$ cat src/hw/opc_pkg.sv
`default_nettype none

package opc_pkg;

   // ------------------------------------------------------------------------
   // Bus and memory geometry
   // ------------------------------------------------------------------------
   localparam int unsigned ADDR_W    = 11;
   localparam int unsigned DATA_W    = 8;
   localparam int unsigned LINK_W    = ADDR_W - DATA_W;   // Upper address bits in link
   localparam int unsigned MEM_BYTES = 1 << ADDR_W;       // 2 KB

   localparam logic [ADDR_W-1:0] RESET_PC  = 11'h100;     // Page zero kept for data
   localparam logic [ADDR_W-1:0] PORT_BASE = 11'h7F0;     // Window runs to top of memory

   // ------------------------------------------------------------------------
   // Output port FIFO
   // ------------------------------------------------------------------------
   localparam int unsigned FIFO_DEPTH = 8;                // Keep to a power of two
   localparam int unsigned FIFO_PTR_W = $clog2(FIFO_DEPTH);

   // ------------------------------------------------------------------------
   // Processor sequence and instruction set
   // ------------------------------------------------------------------------
   typedef enum logic [2:0] {
      FETCH0 = 3'd0,   // Opcode and high address bits
      FETCH1 = 3'd1,   // Operand or low address byte
      RDMEM  = 3'd2,   // Memory operand or pointer
      RDMEM2 = 3'd3,   // LDAP only
      EXEC   = 3'd4
   } cpu_state_e;

   // Bit 4 clear means an operand read follows the fetch
   typedef enum logic [4:0] {
      AND_M = 5'b00000,
      LDA_M = 5'b00001,
      NOT_M = 5'b00010,
      ADD_M = 5'b00011,
      STAP  = 5'b01000,
      LDAP  = 5'b01001,
      AND_I = 5'b10000,
      LDA_I = 5'b10001,
      NOT_I = 5'b10010,
      ADD_I = 5'b10011,
      STA   = 5'b11000,
      JPC   = 5'b11001,
      JPZ   = 5'b11010,
      JP    = 5'b11011,
      JSR   = 5'b11100,
      RTS   = 5'b11101,
      LXA   = 5'b11110
   } opcode_e;

endpackage

`default_nettype wire

$ cat src/hw/opc_cpu.sv
`default_nettype none

module opc_cpu (
   input  wire                          clk,
   input  wire                          reset_b,
   input  wire  [opc_pkg::DATA_W-1:0]   rdata,
   output logic [opc_pkg::ADDR_W-1:0]   address,
   output logic [opc_pkg::DATA_W-1:0]   wdata,
   output logic                         rnw
);

   opc_pkg::cpu_state_e         state_q;
   opc_pkg::opcode_e            ir_q;
   logic [opc_pkg::ADDR_W-1:0]  pc_q;
   logic [opc_pkg::ADDR_W-1:0]  oper_q;     // Operand and effective address
   logic [opc_pkg::DATA_W-1:0]  acc_q;
   logic [opc_pkg::LINK_W-1:0]  link_q;     // Bit 0 doubles as carry
   logic [opc_pkg::DATA_W:0]    sum;        // Carry out in top bit
   logic                        store;
   logic                        zero;

   // ------------------------------------------------------------------------
   // Bus side
   // ------------------------------------------------------------------------
   assign store = (state_q == opc_pkg::EXEC) &&
                  (ir_q == opc_pkg::STA || ir_q == opc_pkg::STAP);
   assign rnw   = ~store;
   assign wdata = acc_q;                    // Only sampled when rnw is low

   always_comb
   begin
      if (store || state_q == opc_pkg::RDMEM || state_q == opc_pkg::RDMEM2)
         address = oper_q;
      else
         address = pc_q;
   end

   assign zero = ~|acc_q;
   assign sum  = {1'b0, acc_q} + {1'b0, oper_q[opc_pkg::DATA_W-1:0]} +
                 {{opc_pkg::DATA_W{1'b0}}, link_q[0]};

   // ------------------------------------------------------------------------
   // Sequencer
   // ------------------------------------------------------------------------
   always_ff @(posedge clk or negedge reset_b)
   begin
      if (!reset_b)
         state_q <= opc_pkg::FETCH0;
      else
      begin
         case (state_q)
            opc_pkg::FETCH0 : state_q <= opc_pkg::FETCH1;
            opc_pkg::FETCH1 : state_q <= ir_q[4] ? opc_pkg::EXEC : opc_pkg::RDMEM;
            opc_pkg::RDMEM  : state_q <= (ir_q == opc_pkg::LDAP) ? opc_pkg::RDMEM2
                                                                 : opc_pkg::EXEC;
            opc_pkg::RDMEM2 : state_q <= opc_pkg::EXEC;
            default         : state_q <= opc_pkg::FETCH0;
         endcase
      end
   end

   // Opcode and operand capture
   always_ff @(posedge clk)
   begin
      oper_q[opc_pkg::DATA_W-1:0] <= rdata;   // Low byte follows every read
      if (state_q == opc_pkg::FETCH0)
      begin
         ir_q <= opc_pkg::opcode_e'(rdata[opc_pkg::DATA_W-1:opc_pkg::LINK_W]);
         oper_q[opc_pkg::ADDR_W-1:opc_pkg::DATA_W] <= rdata[opc_pkg::LINK_W-1:0];
      end
      else if (state_q == opc_pkg::RDMEM)
         oper_q[opc_pkg::ADDR_W-1:opc_pkg::DATA_W] <= '0;   // Pointers reach page zero
   end

   // ------------------------------------------------------------------------
   // Accumulator and link
   // ------------------------------------------------------------------------
   always_ff @(posedge clk or negedge reset_b)
   begin
      if (!reset_b)
      begin
         acc_q  <= '0;
         link_q <= '0;
      end
      else if (state_q == opc_pkg::EXEC)
      begin
         case (ir_q)
            opc_pkg::JSR :
               {link_q, acc_q} <= pc_q;                  // Return address
            opc_pkg::LXA :
               {link_q, acc_q} <= {acc_q[opc_pkg::LINK_W-1:0],
                                   {(opc_pkg::DATA_W-opc_pkg::LINK_W){1'b0}}, link_q};
            opc_pkg::AND_M, opc_pkg::AND_I :
            begin
               link_q[0] <= 1'b0;                        // AND clears carry
               acc_q     <= acc_q & oper_q[opc_pkg::DATA_W-1:0];
            end
            opc_pkg::NOT_M, opc_pkg::NOT_I :
               acc_q <= ~oper_q[opc_pkg::DATA_W-1:0];
            opc_pkg::LDA_M, opc_pkg::LDA_I, opc_pkg::LDAP :
               acc_q <= oper_q[opc_pkg::DATA_W-1:0];
            opc_pkg::ADD_M, opc_pkg::ADD_I :
               {link_q[0], acc_q} <= sum;
            default : ;
         endcase
      end
   end

   // ------------------------------------------------------------------------
   // Program counter
   // ------------------------------------------------------------------------
   always_ff @(posedge clk or negedge reset_b)
   begin
      if (!reset_b)
         pc_q <= opc_pkg::RESET_PC;
      else if (state_q == opc_pkg::FETCH0 || state_q == opc_pkg::FETCH1)
         pc_q <= pc_q + 1'b1;
      else if (state_q == opc_pkg::EXEC)
      begin
         case (ir_q)
            opc_pkg::JP, opc_pkg::JSR :
               pc_q <= oper_q;
            opc_pkg::JPC :
               if (link_q[0])
                  pc_q <= oper_q;
            opc_pkg::JPZ :
               if (zero)
                  pc_q <= oper_q;
            opc_pkg::RTS :
               pc_q <= {link_q, acc_q};                  // Link holds high bits
            default : ;
         endcase
      end
   end

endmodule

`default_nettype wire

$ cat config.mk
export PLATFORM = sky130hd
export DESIGN_NAME = opc_cpu
export DESIGN_NICKNAME = d
export VERILOG_FILES = /design/src/hw/opc_pkg.sv /design/src/hw/opc_cpu.sv
export SDC_FILE = /design/constraint.sdc
export NUM_CORES = 1
export LEC_CHECK = 0
export BUFFER_PORTS_ARGS = -buffer_cell sky130_fd_sc_hd__buf_2
export CAP_MARGIN = 40
export CORE_UTILIZATION = 45
export DETAILED_ROUTE_END_ITERATION = 7
export MAX_ROUTING_LAYER = met4
export PLACE_DENSITY_LB_ADDON = 0.2
export SLEW_MARGIN = 10
export SYNTH_ARGS = -nofsm -noshare
export SYNTH_HDL_FRONTEND = slang
export SYNTH_SLANG_ARGS = --single-unit
$ cat constraint.sdc
create_clock -name clk -period 2.5 [get_ports clk]
set_input_delay 0.625 -clock clk [delete_from_list [all_inputs] [get_ports clk]]
set_output_delay 0.625 -clock clk [all_outputs]
set_load 0.01 [all_outputs]
==> key figures <==
Flow run
  • Number of max-cap violations: 0

STA
  • Worst slew pin tran: 613 ps
  • Worst hold slack: 334 ps
  • Slew HR: 0.592
  • F_max: 0.405 GHz
  • Slew Viols, Final: 0
  • Skew final: 6.22 ps
  • Final worst-path cycle share: 0.986
  • Minimum clock period after layout: 2470 ps
  • Setup Viol. Count Final: 0
  • Final Hold Fails: 0
  • RSZ-0062 raised after global routing: true

Finish
  • Final Non-Filler Cells: 398
  • Finished Core Util: 0.572
  • Final instance area: 3230 sq um
  • Share of cells above drive strength 1: 0.270
  • Most common cell after layout, fill and taps aside: nor2_1
  • ANT cells: 0
  • Most frequent cells in the layout: 32 x nor2_1, 23 x dfrtp_1, 22 x a21oi_1
  • Layout area overhead: 19.7%
  • NumNets Final: 346
  • Fillcell total: 500

Detailed routing
  • Antenna Nets Post-Route: 0
  • Drt total wl: 7250 microns
  • Via density: 6.10
  • Drt initial violations: 151
  • Via Count: 2427
  • DRC: 0
  • Routed WL per cell: 18.2 microns
  • Router iterations before antenna repair: 5

Worst setup path
  • Arrival @ worst endpoint: 1840 ps
  • Crit path max-delay cell type: dfrtp_2
  • Critical Path RT: 1880 ps
  • Crit path launch type: register
  • CP Class: register to output port
  • Buf/Inv on CP: 2
  • Cell family with most CP delay: flip-flops
  • Slowest cell delay on critical path: 430 ps
  • Critical path, cell by cell: nor3b_2 > nand3b_1 > a21boi_4 > buf_8 > mux2_4 > buf_6
  • Crit Path Max Fanout: 6
  • CP Capture Type: output port

Logic synthesis
  • Mapped Area: 2690 sq um
  • Synthesized flop and latch total: 41
  • Syn_nets: 304
  • Main synth FF type: dfrtp_1
  • Sequential fraction of the synthesis area: 0.381
  • Mean Syn Cell Area: 9.52 sq um
  • Cell count after synthesis: 283
  • Yosys cell types: 58
  • Post-synth ARST share: 0.610
  • Share of the synthesized area in the top cell type: 0.223
  • Synth area leader: dfrtp_1
  • Ys Warns: 0
  • Top post-synthesis cells by area: dfrtp_1 22%, edfxtp_1 8.9%, mux2_2 7.1%, dfxtp_1 5.9%, nor2_1 4.5%
  • Post-synth EDFFs: 8

Power
  • Sw Share: 0.432
  • VDD IR max: 650 uV
  • PnR Total Power: 4.27 mW
  • Pint: 2.42 mW
  • NetSw: 1.84 mW
  • Comb power frac: 0.592
  • Pwr/cell area: 1320 nW/um^2
  • Seq pwr share: 0.310
  • Clock Power Share: 0.098
  • Leak: 1.40 nW

Floorplanning
  • Rows: 27
  • Die span in y: 79.4 microns
  • Core Footprint: 5640 sq um
  • Die W: 79.4 microns
  • I/O Pins: 30
  • Die ar.: 6300 sq um
  • Initial core utilization: 0.477

Global route
  • Grt peak-use layer: met2
  • Routing usage on met2: 0.366
  • Grt ovf: 0
  • GRT met1 Usage: 0.324
  • Global-route wire length before repair: 11200 microns
  • Largest net degree at the start of global routing: 26
  • Vias in the first global route: 2208
  • Total track usage: 0.243
  • M3 GR Usage: 0.0434
  • Initial antenna violation count: 0

Clocking
  • CTS tree: done
  • Clk pin slew, worst setup/hold paths: 80 ps
  • Sink Count: 41
  • Worst skew pair latency: 290 ps
  • CTS HTree Levels: 2
  • Cts bufs inserted: 5
  • Root Driver: clkbuf_8
  • CTS max path bufs: 2

Run status
  • Status: complete, no violations

Place
  • Placed wire-length estimate: 5020 microns
  • Port buffer count: 29
  • Final Wtd Congestion: 0.903
  • Placed cell count: 386
  • Post-DP Area: 2990 sq um

Min path
  • Hold/Removal Path Class: primary input to asynchronous set/reset pin
-- sequential cells by signal, indices dropped and copies added (netlist names) --
name / flops
ir_q: 5
link_q: 3
oper_q: 11
pc_q: 11
state_q: 3
wdata: 8
-- worst register-to-register path: stages, from the launching register on --
cell and delay (ps):
dfrtp_1 460, fa_1 450, inv_1 100, fa_1 200, nor2b_1 60, o31a_1 270
o221ai_1 170, a21oi_1 100, o31a_1 280
-- per-layer routing --
| metal | vias to the layer above | share of wire |
|---|---|---|
| met3 | 15 | 0.062 |
| li1 | 1148 | - |
| met5 | - | 0 |
| met4 | 0 | 0.022 |
| met1 | 1165 | 0.45 |
| met2 | 99 | 0.47 |
-- kinds of logic (layout without fill, tap and decap cells) --
group | after synthesis | after routing | synth area share
compound gates | 86 | 86 | 0.234
xor+xnor | 5 | 5 | 0.0163
fa+ha+maj | 11 | 11 | 0.0567
buf+inv | 24 | 67 | 0.0423
flops | 41 | 41 | 0.381
mux | 27 | 27 | 0.108
simple gates | 89 | 89 | 0.161
-- final timing paths --
path | from | endpoint | slack [ps] | cells past startpoint
min in group clk | rdata[1] | oper_q[1] | 440 | 1
worst max register to register | link_q[0] | link_q[0] | 310 | 8
worst min-delay path | reset_b | pc_q[10] | 330 | 1
worst min register to register | link_q[2] | link_q[2] | 530 | 2
worst max-delay path | state_q[0] | address[10] | 30 | 6
max in group asynchronous | reset_b | state_q[0] | 1730 | 1
-- power groups by stage --
stage               clock network (mW)  logic, mW  registers (mW)
global placement                     0       2.17            1.32
global route                     0.449       2.77            1.36
floorplan                            0       1.56            1.26
finish                           0.417       2.53            1.32
CTS                              0.424       2.22            1.31
detailed placement                   0       2.20            1.32
-- cells in the mapped netlist, drive strengths merged, types with 2 or more instances --
cell type and n:
o21ai 10, o31a 3, nor2b 2, nor2 32, a22oi 2, a211oi 3, clkbuf 4, fa 2
nand4 2, and3 2, a21o 2, a21oi 22, a31oi 9, nand2b 4, nand2 18, xnor2 3
mux2i 10, or2 5, dfxtp 8, xor2 2, o211ai 4, edfxtp 8, ha 9, o21a 2
and2 4, a31o 3, nor3 4, a211o 2, nand3 5, or3 4, dfrtp 24, inv 10
o221ai 2, o211a 2, o22ai 3, a22o 3, mux2 17, buf 10, nor4 2, a222oi 6
-- through the flow --
stage	TNS [ps]	worst slack [ps]
detailed placement	0	229
global route	-609	-69.1
CTS	0	8.33
global placement	0	306
floorplan	0	243
finish	0	33.8
-- cell type report --
class                   instances  area [sq um]  area share
repair buffers                 49           382       0.118
flip-flops and latches         41          1030       0.319
clock inverters                 3          12.5     0.00388
clock buffers                   5          68.8      0.0213
multi-input cells             218          1610       0.498
well taps                      72          90.1      0.0279
inverters                      10          37.5      0.0116
-- what timing repair did --
| item | in CTS | in global routing |
|---|---|---|
| cloned | 0 | 1 |
| pin swaps | 0 | 1 |
| hold buffers | 0 | 0 |
| gates resized for setup | 3 | 26 |
| buffers inserted | 0 | 3 |
| endpoints found under the setup margin | 10 | 10 |
(Power assumes the default switching activity.)
