## config.mk

```make
export PLATFORM = sky130hd
export DESIGN_NAME = opc_out_fifo
export DESIGN_NICKNAME = d
export VERILOG_FILES = /design/src/hw/opc_pkg.sv /design/src/hw/opc_out_fifo.sv
export SDC_FILE = /design/constraint.sdc
export NUM_CORES = 1
export LEC_CHECK = 0
export ABC_AREA = 0
export BUFFER_PORTS_ARGS = -buffer_cell sky130_fd_sc_hd__buf_4
export CAP_MARGIN = 20
export CORE_ASPECT_RATIO = 0.6
export CORE_UTILIZATION = 45
export DETAILED_ROUTE_END_ITERATION = 8
export PLACE_DENSITY = 0.61
export SYNTH_ARGS = -nofsm -noshare
export SYNTH_HDL_FRONTEND = slang
export SYNTH_SLANG_ARGS = --single-unit
```

## constraint.sdc

```tcl
create_clock -name clk -period 3.15 [get_ports clk]
set_clock_uncertainty 0.2 [all_clocks]
set_input_delay 0.4725 -clock clk [delete_from_list [all_inputs] [get_ports clk]]
set_output_delay 0.4725 -clock clk [all_outputs]
set_load 0.02 [all_outputs]
```

## src/hw/opc_pkg.sv

```systemverilog
`default_nettype none

package opc_pkg;

   // ------------------------------------------------------------------------
   // Bus and memory geometry
   // ------------------------------------------------------------------------
   localparam int unsigned ADDR_W    = 11;
   localparam int unsigned DATA_W    = 8;
   localparam int unsigned LINK_W    = ADDR_W - DATA_W;   // Upper address bits in link
   localparam int unsigned MEM_BYTES = 1 << ADDR_W;       // 2 KB

   localparam logic [ADDR_W-1:0] RESET_PC  = 11'h100;     // Page zero kept for data
   localparam logic [ADDR_W-1:0] PORT_BASE = 11'h7F0;     // Window runs to top of memory

   // ------------------------------------------------------------------------
   // Output port FIFO
   // ------------------------------------------------------------------------
   localparam int unsigned FIFO_DEPTH = 8;                // Keep to a power of two
   localparam int unsigned FIFO_PTR_W = $clog2(FIFO_DEPTH);

   // ------------------------------------------------------------------------
   // Processor sequence and instruction set
   // ------------------------------------------------------------------------
   typedef enum logic [2:0] {
      FETCH0 = 3'd0,   // Opcode and high address bits
      FETCH1 = 3'd1,   // Operand or low address byte
      RDMEM  = 3'd2,   // Memory operand or pointer
      RDMEM2 = 3'd3,   // LDAP only
      EXEC   = 3'd4
   } cpu_state_e;

   // Bit 4 clear means an operand read follows the fetch
   typedef enum logic [4:0] {
      AND_M = 5'b00000,
      LDA_M = 5'b00001,
      NOT_M = 5'b00010,
      ADD_M = 5'b00011,
      STAP  = 5'b01000,
      LDAP  = 5'b01001,
      AND_I = 5'b10000,
      LDA_I = 5'b10001,
      NOT_I = 5'b10010,
      ADD_I = 5'b10011,
      STA   = 5'b11000,
      JPC   = 5'b11001,
      JPZ   = 5'b11010,
      JP    = 5'b11011,
      JSR   = 5'b11100,
      RTS   = 5'b11101,
      LXA   = 5'b11110
   } opcode_e;

endpackage

`default_nettype wire

```

## src/hw/opc_out_fifo.sv

```systemverilog
`default_nettype none

module opc_out_fifo (
   input  wire                          clk,
   input  wire                          reset_b,
   input  wire  [opc_pkg::ADDR_W-1:0]   address,
   input  wire  [opc_pkg::DATA_W-1:0]   wdata,
   input  wire                          rnw,
   input  wire                          out_pop,
   output logic [opc_pkg::DATA_W-1:0]   out_data,
   output logic                         out_avail,
   output logic                         out_overflow
);

   logic [opc_pkg::DATA_W-1:0]     slot_q [0:opc_pkg::FIFO_DEPTH-1];
   logic [opc_pkg::FIFO_PTR_W-1:0] rd_ptr_q;
   logic [opc_pkg::FIFO_PTR_W-1:0] wr_ptr_q;
   logic [opc_pkg::FIFO_PTR_W:0]   count_q;    // 0 to FIFO_DEPTH
   logic                           push_req;
   logic                           push;
   logic                           pop;
   logic                           full;

   // ------------------------------------------------------------------------
   // Port window decode
   // ------------------------------------------------------------------------
   // Window sits at the top of memory, so a lower bound is enough
   assign push_req = ~rnw && (address >= opc_pkg::PORT_BASE);

   assign full      = count_q[opc_pkg::FIFO_PTR_W];   // MSB only set at DEPTH
   assign push      = push_req && !full;              // Full drops the byte
   assign out_avail = |count_q;
   assign pop       = out_pop && out_avail;
   assign out_data  = slot_q[rd_ptr_q];

   always_ff @(posedge clk)
   begin
      if (push)
         slot_q[wr_ptr_q] <= wdata;
   end

   // ------------------------------------------------------------------------
   // Pointers, count and overflow flag
   // ------------------------------------------------------------------------
   always_ff @(posedge clk or negedge reset_b)
   begin
      if (!reset_b)
      begin
         rd_ptr_q     <= '0;
         wr_ptr_q     <= '0;
         count_q      <= '0;
         out_overflow <= 1'b0;
      end
      else
      begin
         if (push)
            wr_ptr_q <= wr_ptr_q + 1'b1;       // Wraps at DEPTH
         if (pop)
            rd_ptr_q <= rd_ptr_q + 1'b1;
         case ({push, pop})
            2'b10   : count_q <= count_q + 1'b1;
            2'b01   : count_q <= count_q - 1'b1;
            default : ;                        // Both or neither, count holds
         endcase
         if (push_req && full)
            out_overflow <= 1'b1;              // Sticky until reset
      end
   end

endmodule

`default_nettype wire

```

==> summary.txt, run 1 <==
Logic synthesis
  • Mapped Nets: approximately 200
  • Synth unique cells: 34
  • Syn Area/Cell: 19.24 um2
  • Synth Flop Type: edfxtp_1
  • Async set-reset flop share out of synthesis: 0.1467
  • Post-synth EDFFs: 64
  • Synthesized flop and latch total: 75
  • Seq/Total Area, Yosys: 0.6878
  • Cell area after synthesis: around 0.0032 mm2
  • Post-Synthesis Cells: between 150 and 200
  • Yosys warns: 0

CTS
  • Clock sink total: between 70 and 80
  • Clock Latency Late Sink: about 0.33 ns
  • Post-CTS setup buffer count: 0
  • Max Buffers Root-to-Sink: 2
  • Num CTS Buffers: 9
  • Root buffer cell: clkbuf_16
  • CTS tree: built
  • H-tree Lvls: 3
  • Clock transition at path regs: ~0.06 ns

Finish
  • Area Overhead vs Synth: 19.31%
  • Finished Layout Cells: around 300
  • Nets: 235
  • Ant diodes: 0
  • FILL cells: a little over 500
  • Commonest cells after routing, fill and taps aside: 64 x edfxtp_1, 35 x buf_4, 16 x mux4_1, 11 x mux2_2, 11 x dfrtp_1
  • Commonest non-fill, non-tap cell in the layout: edfxtp_1
  • Share of cells above drive strength 1: 0.2986

Drt
  • Via Count: ~1,600
  • Final wirelength: ~5700 um
  • DR vias/cell: around 5.4
  • Antenna-violating nets left: 0
  • Residual DRC: 0
  • WL per Instance: around 19 um
  • DR pass1 iterations: 4
  • Initial DRC Count: 100

Run
  • Max Cap Viol: 0

GRT
  • First-pass GRT wire length: about 9000 um
  • Total track usage: 0.1717
  • Initial antenna violation count: 0
  • Number of global-route vias before repair: 1,641
  • GRT overflow: 0
  • Largest net degree at the start of global routing: 19

Setup path
  • WS Path Type: flop to flop
  • R2R cell count: 8
  • CP required: 3.15 ns
  • Startpoint Class: flop
  • CP endpoint kind: flop
  • Critical path fanouts, max: 5
  • WP data arrival: 3.00 ns

Die
  • Die X: between 100 and 150 um
  • Ports: 33
  • Initial Util: 0.4723
  • Die Height: 67.26 um
  • Rows: 23
  • Die area: roughly 0.0075 mm2
  • CORE AREA: 0.006763 mm2

Worst hold path
  • Hold depth: 1
  • HP Class: primary input to flop

STA
  • Tcrit/Tclk final: 0.9535
  • Setup TNS Final: 0 ns
  • Hold Fails Final Rpt: 0
  • Slew headroom: 0.4798
  • Final setup violation count: 0
  • Max-slew violations: 0
  • Unrepaired setup endpoints after global routing: no
  • Max Fclk: 0.3329 GHz
  • Slew @ Worst Pin: between 0.7 and 0.8 ns
  • Period minus WS final: between 3 and 4 ns

Placement
  • Placed cells: between 200 and 300
  • DP Wirelength: 3737 um
  • # port buffers: 28
  • GP Congestion: just over 0.8

Outcome
  • Status: completed

Power
  • Power Density: 819.7 mW/mm2
  • Worst vdd rail ir drop: between 0.5 and 0.6 mV
  • Leakage dissipation: between 1 and 1.5 nW
==> path summary, 6_finish.rpt <==
kind	start	end	slack, ns
min in group asynchronous	reset_b	out_overflow	0.32
hold reg to reg	out_overflow	out_overflow	0.26
hold / removal	wdata[1]	slot_q[5][1]	0.17
max in group asynchronous	reset_b	rd_ptr_q[0]	2.27
setup reg to reg	count_q[0]	count_q[3]	0.15
setup / recovery	count_q[0]	count_q[3]	0.15
==> worst max-delay path, cell delays in order, from the launching register on <==
cell and delay [ns]:
dfrtp_1 0.43, or4_1 0.59, nand2_2 0.14, inv_1 0.06
ha_1 0.20, ha_1 0.34, or4b_2 0.64, o311ai_0 0.13
o211ai_1 0.14
==> report_power, final <==
group          total, W  internal [W]  leakage [nW]  switching (W)
Clock          0.000982      0.000606         0.140       0.000376
Combinational  0.000897      0.000487         0.580       0.000410
Sequential      0.00124       0.00113         0.709       0.000113
Total           0.00312       0.00222          1.43       0.000900
==> cell type report <==
| cell class | count | area [um2] | share of cell area |
|---|---|---|---|
| tap | 87 | 108.9 | 0.02856 |
| sequential | 75 | 2197 | 0.5765 |
| timing repair buffer | 36 | 272.8 | 0.07157 |
| clock inverter | 6 | 56.30 | 0.01477 |
| clock buffer | 10 | 229.0 | 0.06008 |
| inverter | 8 | 30.03 | 0.007879 |
| multi-input combinational | 76 | 917.1 | 0.2406 |
==> synthesized netlist by cell type (all sizes together) (2+ instances only) <==
library cell,number,area (um2)
a21oi,2,10.01
and3,6,37.54
buf,5,45.04
clkbuf,2,7.510
dfrtp,11,275.3
edfxtp,64,1922
ha,5,62.56
inv,8,30.03
mux2,11,123.9
mux4,16,420.4
nand2,3,11.26
nand3,3,15.01
nor2,2,7.510
nor3,4,20.02
nor3b,4,30.03
xnor2,4,35.03
xor2,2,17.52
==> kinds of logic after synthesis <==
group | count (synthesis) | synth area share
buffers and inverters | 15 | 0.02585
and+or+nand+nor | 29 | 0.05484
xor gates and xnor gates | 6 | 0.01645
AOI/OAI and AO/OA | 7 | 0.01567
DFF | 75 | 0.6878
adders and majority gates | 6 | 0.02585
muxes | 28 | 0.1735
==> routing by layer <==
| layer | wire [um] | global-route usage |
|---|---|---|
| met4 | 78 | 0.08500 |
| met5 | 0 | 0 |
| met3 | 311 | 0.05745 |
| met2 | 2594 | 0.2756 |
| met1 | 2751 | 0.2145 |
==> flip-flops by register name, indices dropped and copies added, names as in the netlist <==
register,flops
count_q,4
out_overflow,1
rd_ptr_q,3
slot_q,64
wr_ptr_q,3
==> stage by stage <==
| step | cell area, um2 | setup WS, ns | total power, W | hold WS [ns] | util |
|---|---|---|---|---|---|
| CTS | 3809 | 0.1107 | 0.003151 | 0.1606 | 0.5632 |
| detailed placement | 3513 | 0.1385 | 0.002167 | 0.1195 | 0.5195 |
| global route | 3811 | 0.01284 | 0.003274 | 0.1709 | 0.5636 |
| floorplan | 3194 | 0.1020 | 0.001907 | -0.02309 | - |
| global placement | 3513 | 0.2202 | 0.002133 | 0.1153 | 0.5195 |
| finish | 3811 | 0.1464 | 0.003124 | 0.1687 | 0.5636 |
==> timing repair <==
item / in CTS / in global routing
gates resized for setup: 0 / 1
setup endpoints to repair: 0 / 1
hold buffers: 1 / 0
endpoints found under the hold margin: 11 / 0
(Power assumes the default switching activity.)
==> run 2, diff against run 1 <==
--- a/config.mk
+++ b/config.mk
@@ -8,10 +8,11 @@
 export ABC_AREA = 0
 export BUFFER_PORTS_ARGS = -buffer_cell sky130_fd_sc_hd__buf_4
 export CAP_MARGIN = 20
-export CORE_ASPECT_RATIO = 0.6
+export CORE_ASPECT_RATIO = 0.8
 export CORE_UTILIZATION = 45
 export DETAILED_ROUTE_END_ITERATION = 8
 export PLACE_DENSITY = 0.61
+export SETUP_SLACK_MARGIN = 0.2
 export SYNTH_ARGS = -nofsm -noshare
 export SYNTH_HDL_FRONTEND = slang
 export SYNTH_SLANG_ARGS = --single-unit
==> summary.txt, run 2 (synthesis results as in run 1) <==
Outcome
  • Status: completed

GRT
  • GRT overflow: 0 (unchanged)
  • Number of global-route vias before repair: 1,671 (+1.8%)
  • Initial antenna violation count: 0 (unchanged)
  • Largest net degree at the start of global routing: 19 (unchanged)
  • First-pass GRT wire length: 8976 um (+1.2%)
  • Total track usage: 0.1740 (+0.002304)

Finish
  • Largest register FFs: 64 (unchanged)
  • Area Overhead vs Synth: 17.67%
  • FILL cells: 546 (+7.1%)
  • Commonest non-fill, non-tap cell in the layout: edfxtp_1
  • Share of cells above drive strength 1: 0.3175 (+0.01896)
  • Biggest regs: slot_q x64, count_q x4
  • Register Area: 0.002197 mm2 (unchanged)
  • Largest Register: slot_q
  • Commonest cells after routing, fill and taps aside: 64 x edfxtp_1, 35 x buf_4, 16 x mux4_1, 11 x mux2_2, 11 x dfrtp_1
  • Multi-input gate area: 933.4 um2 (+1.8%)
  • Ant diodes: 0 (unchanged)
  • Finished Layout Cells: 298 (unchanged)
  • Nets: 235 (unchanged)

STA
  • Slew headroom: 0.5127 (+0.03286)
  • Unrepaired setup endpoints after global routing: no
  • Period minus WS final: 2.847 ns (-0.1566 ns)
  • Max Fclk: 0.3512 GHz (+5.5%)
  • Max-slew violations: 0 (unchanged)
  • Setup TNS Final: 0 ns (unchanged)
  • Hold Fails Final Rpt: 0 (unchanged)
  • Tcrit/Tclk final: 0.9038 (-0.04973)
  • Final setup violation count: 0 (unchanged)
  • Slew @ Worst Pin: 0.7310 ns (-0.04929 ns)
  • WHS: 0.1606 ns (-0.008144 ns)

Setup path
  • CP Capture Point: count_q[3]
  • R2R setup slack: 0.30 ns (+0.16 ns)
  • CP required: 3.16 ns (about the same)
  • WP data arrival: 2.86 ns (-0.14 ns)
  • R2r endpoint: count_q[3]
  • CP Cell Sequence: or4_4, nand2_2, inv_1, ha_1, ha_4, or4b_2, o311ai_0, o211ai_1
  • CP endpoint kind: flop
  • WP depth: 8 (unchanged)
  • Worst Path Buf+Inv: 1 (unchanged)
  • Crit-path max cell delay: 0.64 ns (about the same)
  • Crit path from: count_q[1]
  • R2R cell count: 8 (unchanged)
  • CP top delay family: simple AND/OR/NAND/NOR gates
  • Worst r2r src: count_q[1]
  • Startpoint Class: flop
  • Critical path fanouts, max: 5 (unchanged)
  • Critical-path top delay cell: or4b_2
  • WS Path Type: flop to flop

CTS
  • Clock transition at path regs: 0.08 ns (+0.02 ns)
  • Max Buffers Root-to-Sink: 2 (unchanged)
  • CTS tree: built
  • Num CTS Buffers: 9 (unchanged)
  • H-tree Lvls: 3 (unchanged)
  • Root buffer cell: clkbuf_8
  • Clock Latency Late Sink: 0.34 ns (about the same)
  • Clock sink total: 75 (unchanged)

Die
  • Ports: 33 (unchanged)
  • Die Height: 77.36 um (+15%)
  • Die X: 96.20 um (-13%)
  • Die area: 0.007442 mm2 (-0.12%)
  • Initial Util: 0.4658 (-0.006549)
  • Rows: 27 (+17%)
  • CORE AREA: 0.006858 mm2 (+1.4%)

Power
  • Power Density: 786.4 mW/mm2 (-4.1%)
  • Leakage dissipation: 1.391 nW (-2.6%)
  • Worst vdd rail ir drop: 0.3241 mV (-40%)

Placement
  • Placed cells: 280 (-0.36%)
  • DP Wirelength: 3720 um (-0.45%)
  • GP Congestion: 0.7832 (-4.4%)
  • # port buffers: 28 (unchanged)

Drt
  • DR pass1 iterations: 4 (unchanged)
  • Initial DRC Count: 104 (+4.0%)
  • DR vias/cell: 5.436 (+0.31%)
  • Via Count: 1,620 (+0.31%)
  • Final wirelength: 5685 um (-0.89%)
  • Antenna-violating nets left: 0 (unchanged)
  • Residual DRC: 0 (unchanged)
  • WL per Instance: 19.08 um (-0.89%)

Run
  • Max Cap Viol: 0 (unchanged)

Worst hold path
  • HP Class: primary input to flop
run 2: worst min path at each step:
| stage | from | to | slack [ns] | cells after the start |
|---|---|---|---|---|
| floorplan | reset_b | count_q[0] | -0.02 | 0 |
| global placement | reset_b | wr_ptr_q[1] | 0.11 | 1 |
| detailed placement | reset_b | wr_ptr_q[0] | 0.12 | 1 |
| CTS | wdata[1] | slot_q[0][1] | 0.15 | 1 |
| global route | wdata[2] | slot_q[3][2] | 0.14 | 1 |
| finish | wdata[1] | slot_q[4][1] | 0.16 | 1 |
run 2: report_power, final:
group          internal, W  leakage [nW]  switching, W  total (W)
Combinational     0.000512         0.581      0.000415   0.000927
Clock             0.000442         0.101      0.000342   0.000784
Sequential         0.00113         0.709      0.000114    0.00124
run 2: stage by stage:
step                total power, W    util  area [um2]  setup WS (ns)
floorplan                 0.001913       -        3198         0.2192
global placement          0.002128  0.5118        3510         0.2405
detailed placement        0.002168  0.5118        3510         0.1052
CTS                       0.002966  0.5463        3746         0.2090
global route              0.003111  0.5481        3759         0.2059
finish                    0.002956  0.5481        3759         0.3030
run 2: timing repair:
action | CTS | global route
endpoints found under the hold margin | 11 | 0
setup buffers | 1 | 0
pin swaps | 0 | 0
endpoints found under the setup margin | 1 | 1
hold buffers | 1 | 0
gates resized for setup | 1 | 1
run 2: area by class of cell:
class	count	share of cell area
Sequential cell	75	0.5846
Multi-Input combinational cell	76	0.2483
Timing Repair Buffer	36	0.07257
Clock buffer	9	0.03296
Tap cell	87	0.02896
Clock inverter	7	0.02463
Inverter	8	0.007989
run 2: per-layer routing:
layer / vias to the layer above / GRT usage / routed length (um)
met3: 7 / 0.06863 / 268
met2: 33 / 0.2823 / 2804
met4: 0 / 0.04030 / 54
li1: 761 / - / -
met5: - / 0 / 0
met1: 819 / 0.2196 / 2557
==> run 3, diff against run 2 <==
==> constraint.sdc (replaced) <==
create_clock -name clk -period 3.15 [get_ports clk]
set_clock_uncertainty 0.2 [all_clocks]
set_input_delay 0 -clock clk [delete_from_list [all_inputs] [get_ports clk]]
set_output_delay 0 -clock clk [all_outputs]
set_load 0.02 [all_outputs]
==> summary.txt, run 3 (synthesis results as in run 1) <==
Finish
  • Largest register FFs: 64 (unchanged)
  • Commonest cells after routing, fill and taps aside: 64 x edfxtp_1, 33 x buf_4, 16 x mux4_1, 14 x dlygate4sd3_1, 11 x mux2_2
  • Biggest regs: slot_q x64, count_q x4
  • Nets: 246 (+4.7%)
  • Commonest non-fill, non-tap cell in the layout: edfxtp_1
  • Largest Register: slot_q
  • Share of cells above drive strength 1: 0.2928 (-0.02474)
  • Area Overhead vs Synth: 20.68%
  • FILL cells: 538 (-1.5%)
  • Ant diodes: 0 (unchanged)

Die
  • Die X: 96.20 um (unchanged)
  • Die Height: 77.36 um (unchanged)
  • CORE AREA: 0.006858 mm2 (unchanged)
  • Rows: 27 (unchanged)
  • Die area: 0.007442 mm2 (unchanged)
  • Initial Util: 0.4658 (unchanged)
  • Ports: 33 (unchanged)

STA
  • Period minus WS final: 2.854 ns (+0.007506 ns)
  • Hold Fails Final Rpt: 0 (unchanged)
  • Final setup violation count: 0 (unchanged)
  • Unrepaired setup endpoints after global routing: no
  • Slew @ Worst Pin: 0.7397 ns (+0.008741 ns)
  • Tcrit/Tclk final: 0.9062 (+0.002383)
  • Max Fclk: 0.3503 GHz (-0.26%)
  • Setup TNS Final: 0 ns (unchanged)
  • Post-route worst setup slack: 0.2955 ns (-0.007506 ns)
  • Slew headroom: 0.5068 (-0.005827)
  • Max-slew violations: 0 (unchanged)

Setup path
  • Critical-path top delay cell: or4b_2
  • CP required: 3.16 ns (about the same)
  • CP Cell Sequence: or4_4, nand2_2, inv_1, ha_2, ha_4, or4b_2, o311ai_0, o211ai_1
  • CP endpoint kind: flop
  • WS Path Type: flop to flop
  • Crit-path max cell delay: 0.63 ns (about the same)
  • Startpoint Class: flop
  • WP data arrival: 2.86 ns (about the same)
  • Critical path fanouts, max: 9 (+4)

Drt
  • DR pass1 iterations: 4 (unchanged)
  • Via Count: 1,674 (+3.3%)
  • DR vias/cell: 5.417 (-0.35%)
  • Antenna-violating nets left: 0 (unchanged)
  • Final wirelength: 5839 um (+2.7%)
  • Residual DRC: 0 (unchanged)
  • WL per Instance: 18.90 um (-0.95%)
  • Initial DRC Count: 68 (-35%)

CTS
  • Post-CTS setup buffer count: 0 (-1)
  • Root buffer cell: clkbuf_8
  • Clock Latency Late Sink: 0.33 ns (about the same)
  • Clock sink total: 75 (unchanged)
  • CTS tree: built
  • Clock transition at path regs: 0.07 ns (about the same)
  • Max Buffers Root-to-Sink: 2 (unchanged)
  • Num CTS Buffers: 9 (unchanged)
  • H-tree Lvls: 3 (unchanged)

GRT
  • Initial antenna violation count: 0 (unchanged)
  • GRT overflow: 0 (unchanged)
  • First-pass GRT wire length: 9301 um (+3.6%)
  • Total track usage: 0.1806 (+0.006558)
  • Largest net degree at the start of global routing: 19 (unchanged)
  • Number of global-route vias before repair: 1,812 (+8.4%)

Placement
  • DP Wirelength: 3839 um (+3.2%)
  • # port buffers: 28 (unchanged)
  • GP Congestion: 0.7330 (-6.4%)
  • Pre-CTS setup slack: 0.1143 ns (+0.009146 ns)

Power
  • Worst vdd rail ir drop: 0.2404 mV (-26%)
  • Leakage dissipation: 1.423 nW (+2.3%)
  • Power Density: 749.9 mW/mm2 (-4.6%)

Outcome
  • Status: completed

Worst hold path
  • HP Class: primary input to flop

Run
  • Max Cap Viol: 0 (unchanged)
run 3: changes by cell type in the layout (fill, tap and decap cells not counted), sizes merged:
cell | previous run | this run
dlygate4sd3 | 1 | 14
buf | 35 | 33
bufinv | 2 | 1
clkbuf | 9 | 10
clkinv | 2 | 3
clkinvlp | 3 | 2
run 3: repair_timing:
| action | in CTS | in global routing |
|---|---|---|
| pin swaps | 0 | 0 |
| gates resized for setup | 2 | 2 |
| endpoints found under the setup margin | 1 | 1 |
| hold endpoints to repair | 79 | 0 |
| hold buffers | 14 | 0 |
run 3: layer usage:
metal	GRT usage	part of all wire	routed length, um
met5	0	0	0
met4	0.06119	0.018	103
met3	0.05980	0.047	274
met2	0.3078	0.52	3061
met1	0.2129	0.41	2399
run 3: where the power goes:
| part | switching, W | leakage, nW | internal [W] |
|---|---|---|---|
| Sequential | 0.000143 | 0.708 | 0.00113 |
| Combinational | 0.000399 | 0.625 | 0.000513 |
| Clock | 0.000339 | 0.0901 | 0.000366 |
run 3: final timing paths:
path | from | end | slack (ns) | cells after the start
max in group asynchronous | reset_b | count_q[0] | 1.88 | 3
hold reg to reg | out_overflow | out_overflow | 0.28 | 1
setup / recovery | count_q[0] | count_q[3] | 0.30 | 8
setup reg to reg | count_q[0] | count_q[3] | 0.30 | 8
hold / removal | address[7] | out_overflow | 0.04 | 4
min in group asynchronous | reset_b | wr_ptr_q[1] | 0.50 | 3
run 3: cell type report:
cell class,instances,area (um2),area share
Sequential cell,75,2198,0.5703
Timing Repair Buffer,47,387.9,0.1006
Inverter,8,30.03,0.007790
Clock inverter,6,66.31,0.01720
Tap cell,87,108.9,0.02824
Clock buffer,10,127.6,0.03311
Multi-Input combinational cell,76,935.9,0.2428
run 3: critical path, delay by kind of cell, from the launching register on:
| family | cells | cell delay (ns) |
|---|---|---|
| DFF | 1 | 0.44 |
| buffers and inverters | 1 | 0.05 |
| AOI/OAI and AO/OA | 2 | 0.27 |
| and+or+nand+nor | 3 | 1.30 |
| adders and majority gates | 2 | 0.48 |
run 3: stage by stage:
stage               hold slack (ns)  cells  area (um2)    util  power (W)
floorplan                   -0.4956    166        3198       -   0.001913
global placement            -0.3614    279        3502  0.5107   0.002124
detailed placement          -0.3576    279        3502  0.5107   0.002174
CTS                         0.02121    309        3851  0.5616   0.002912
global route                0.05150    309        3855  0.5621   0.003049
finish                      0.04277    309        3855  0.5621   0.002891
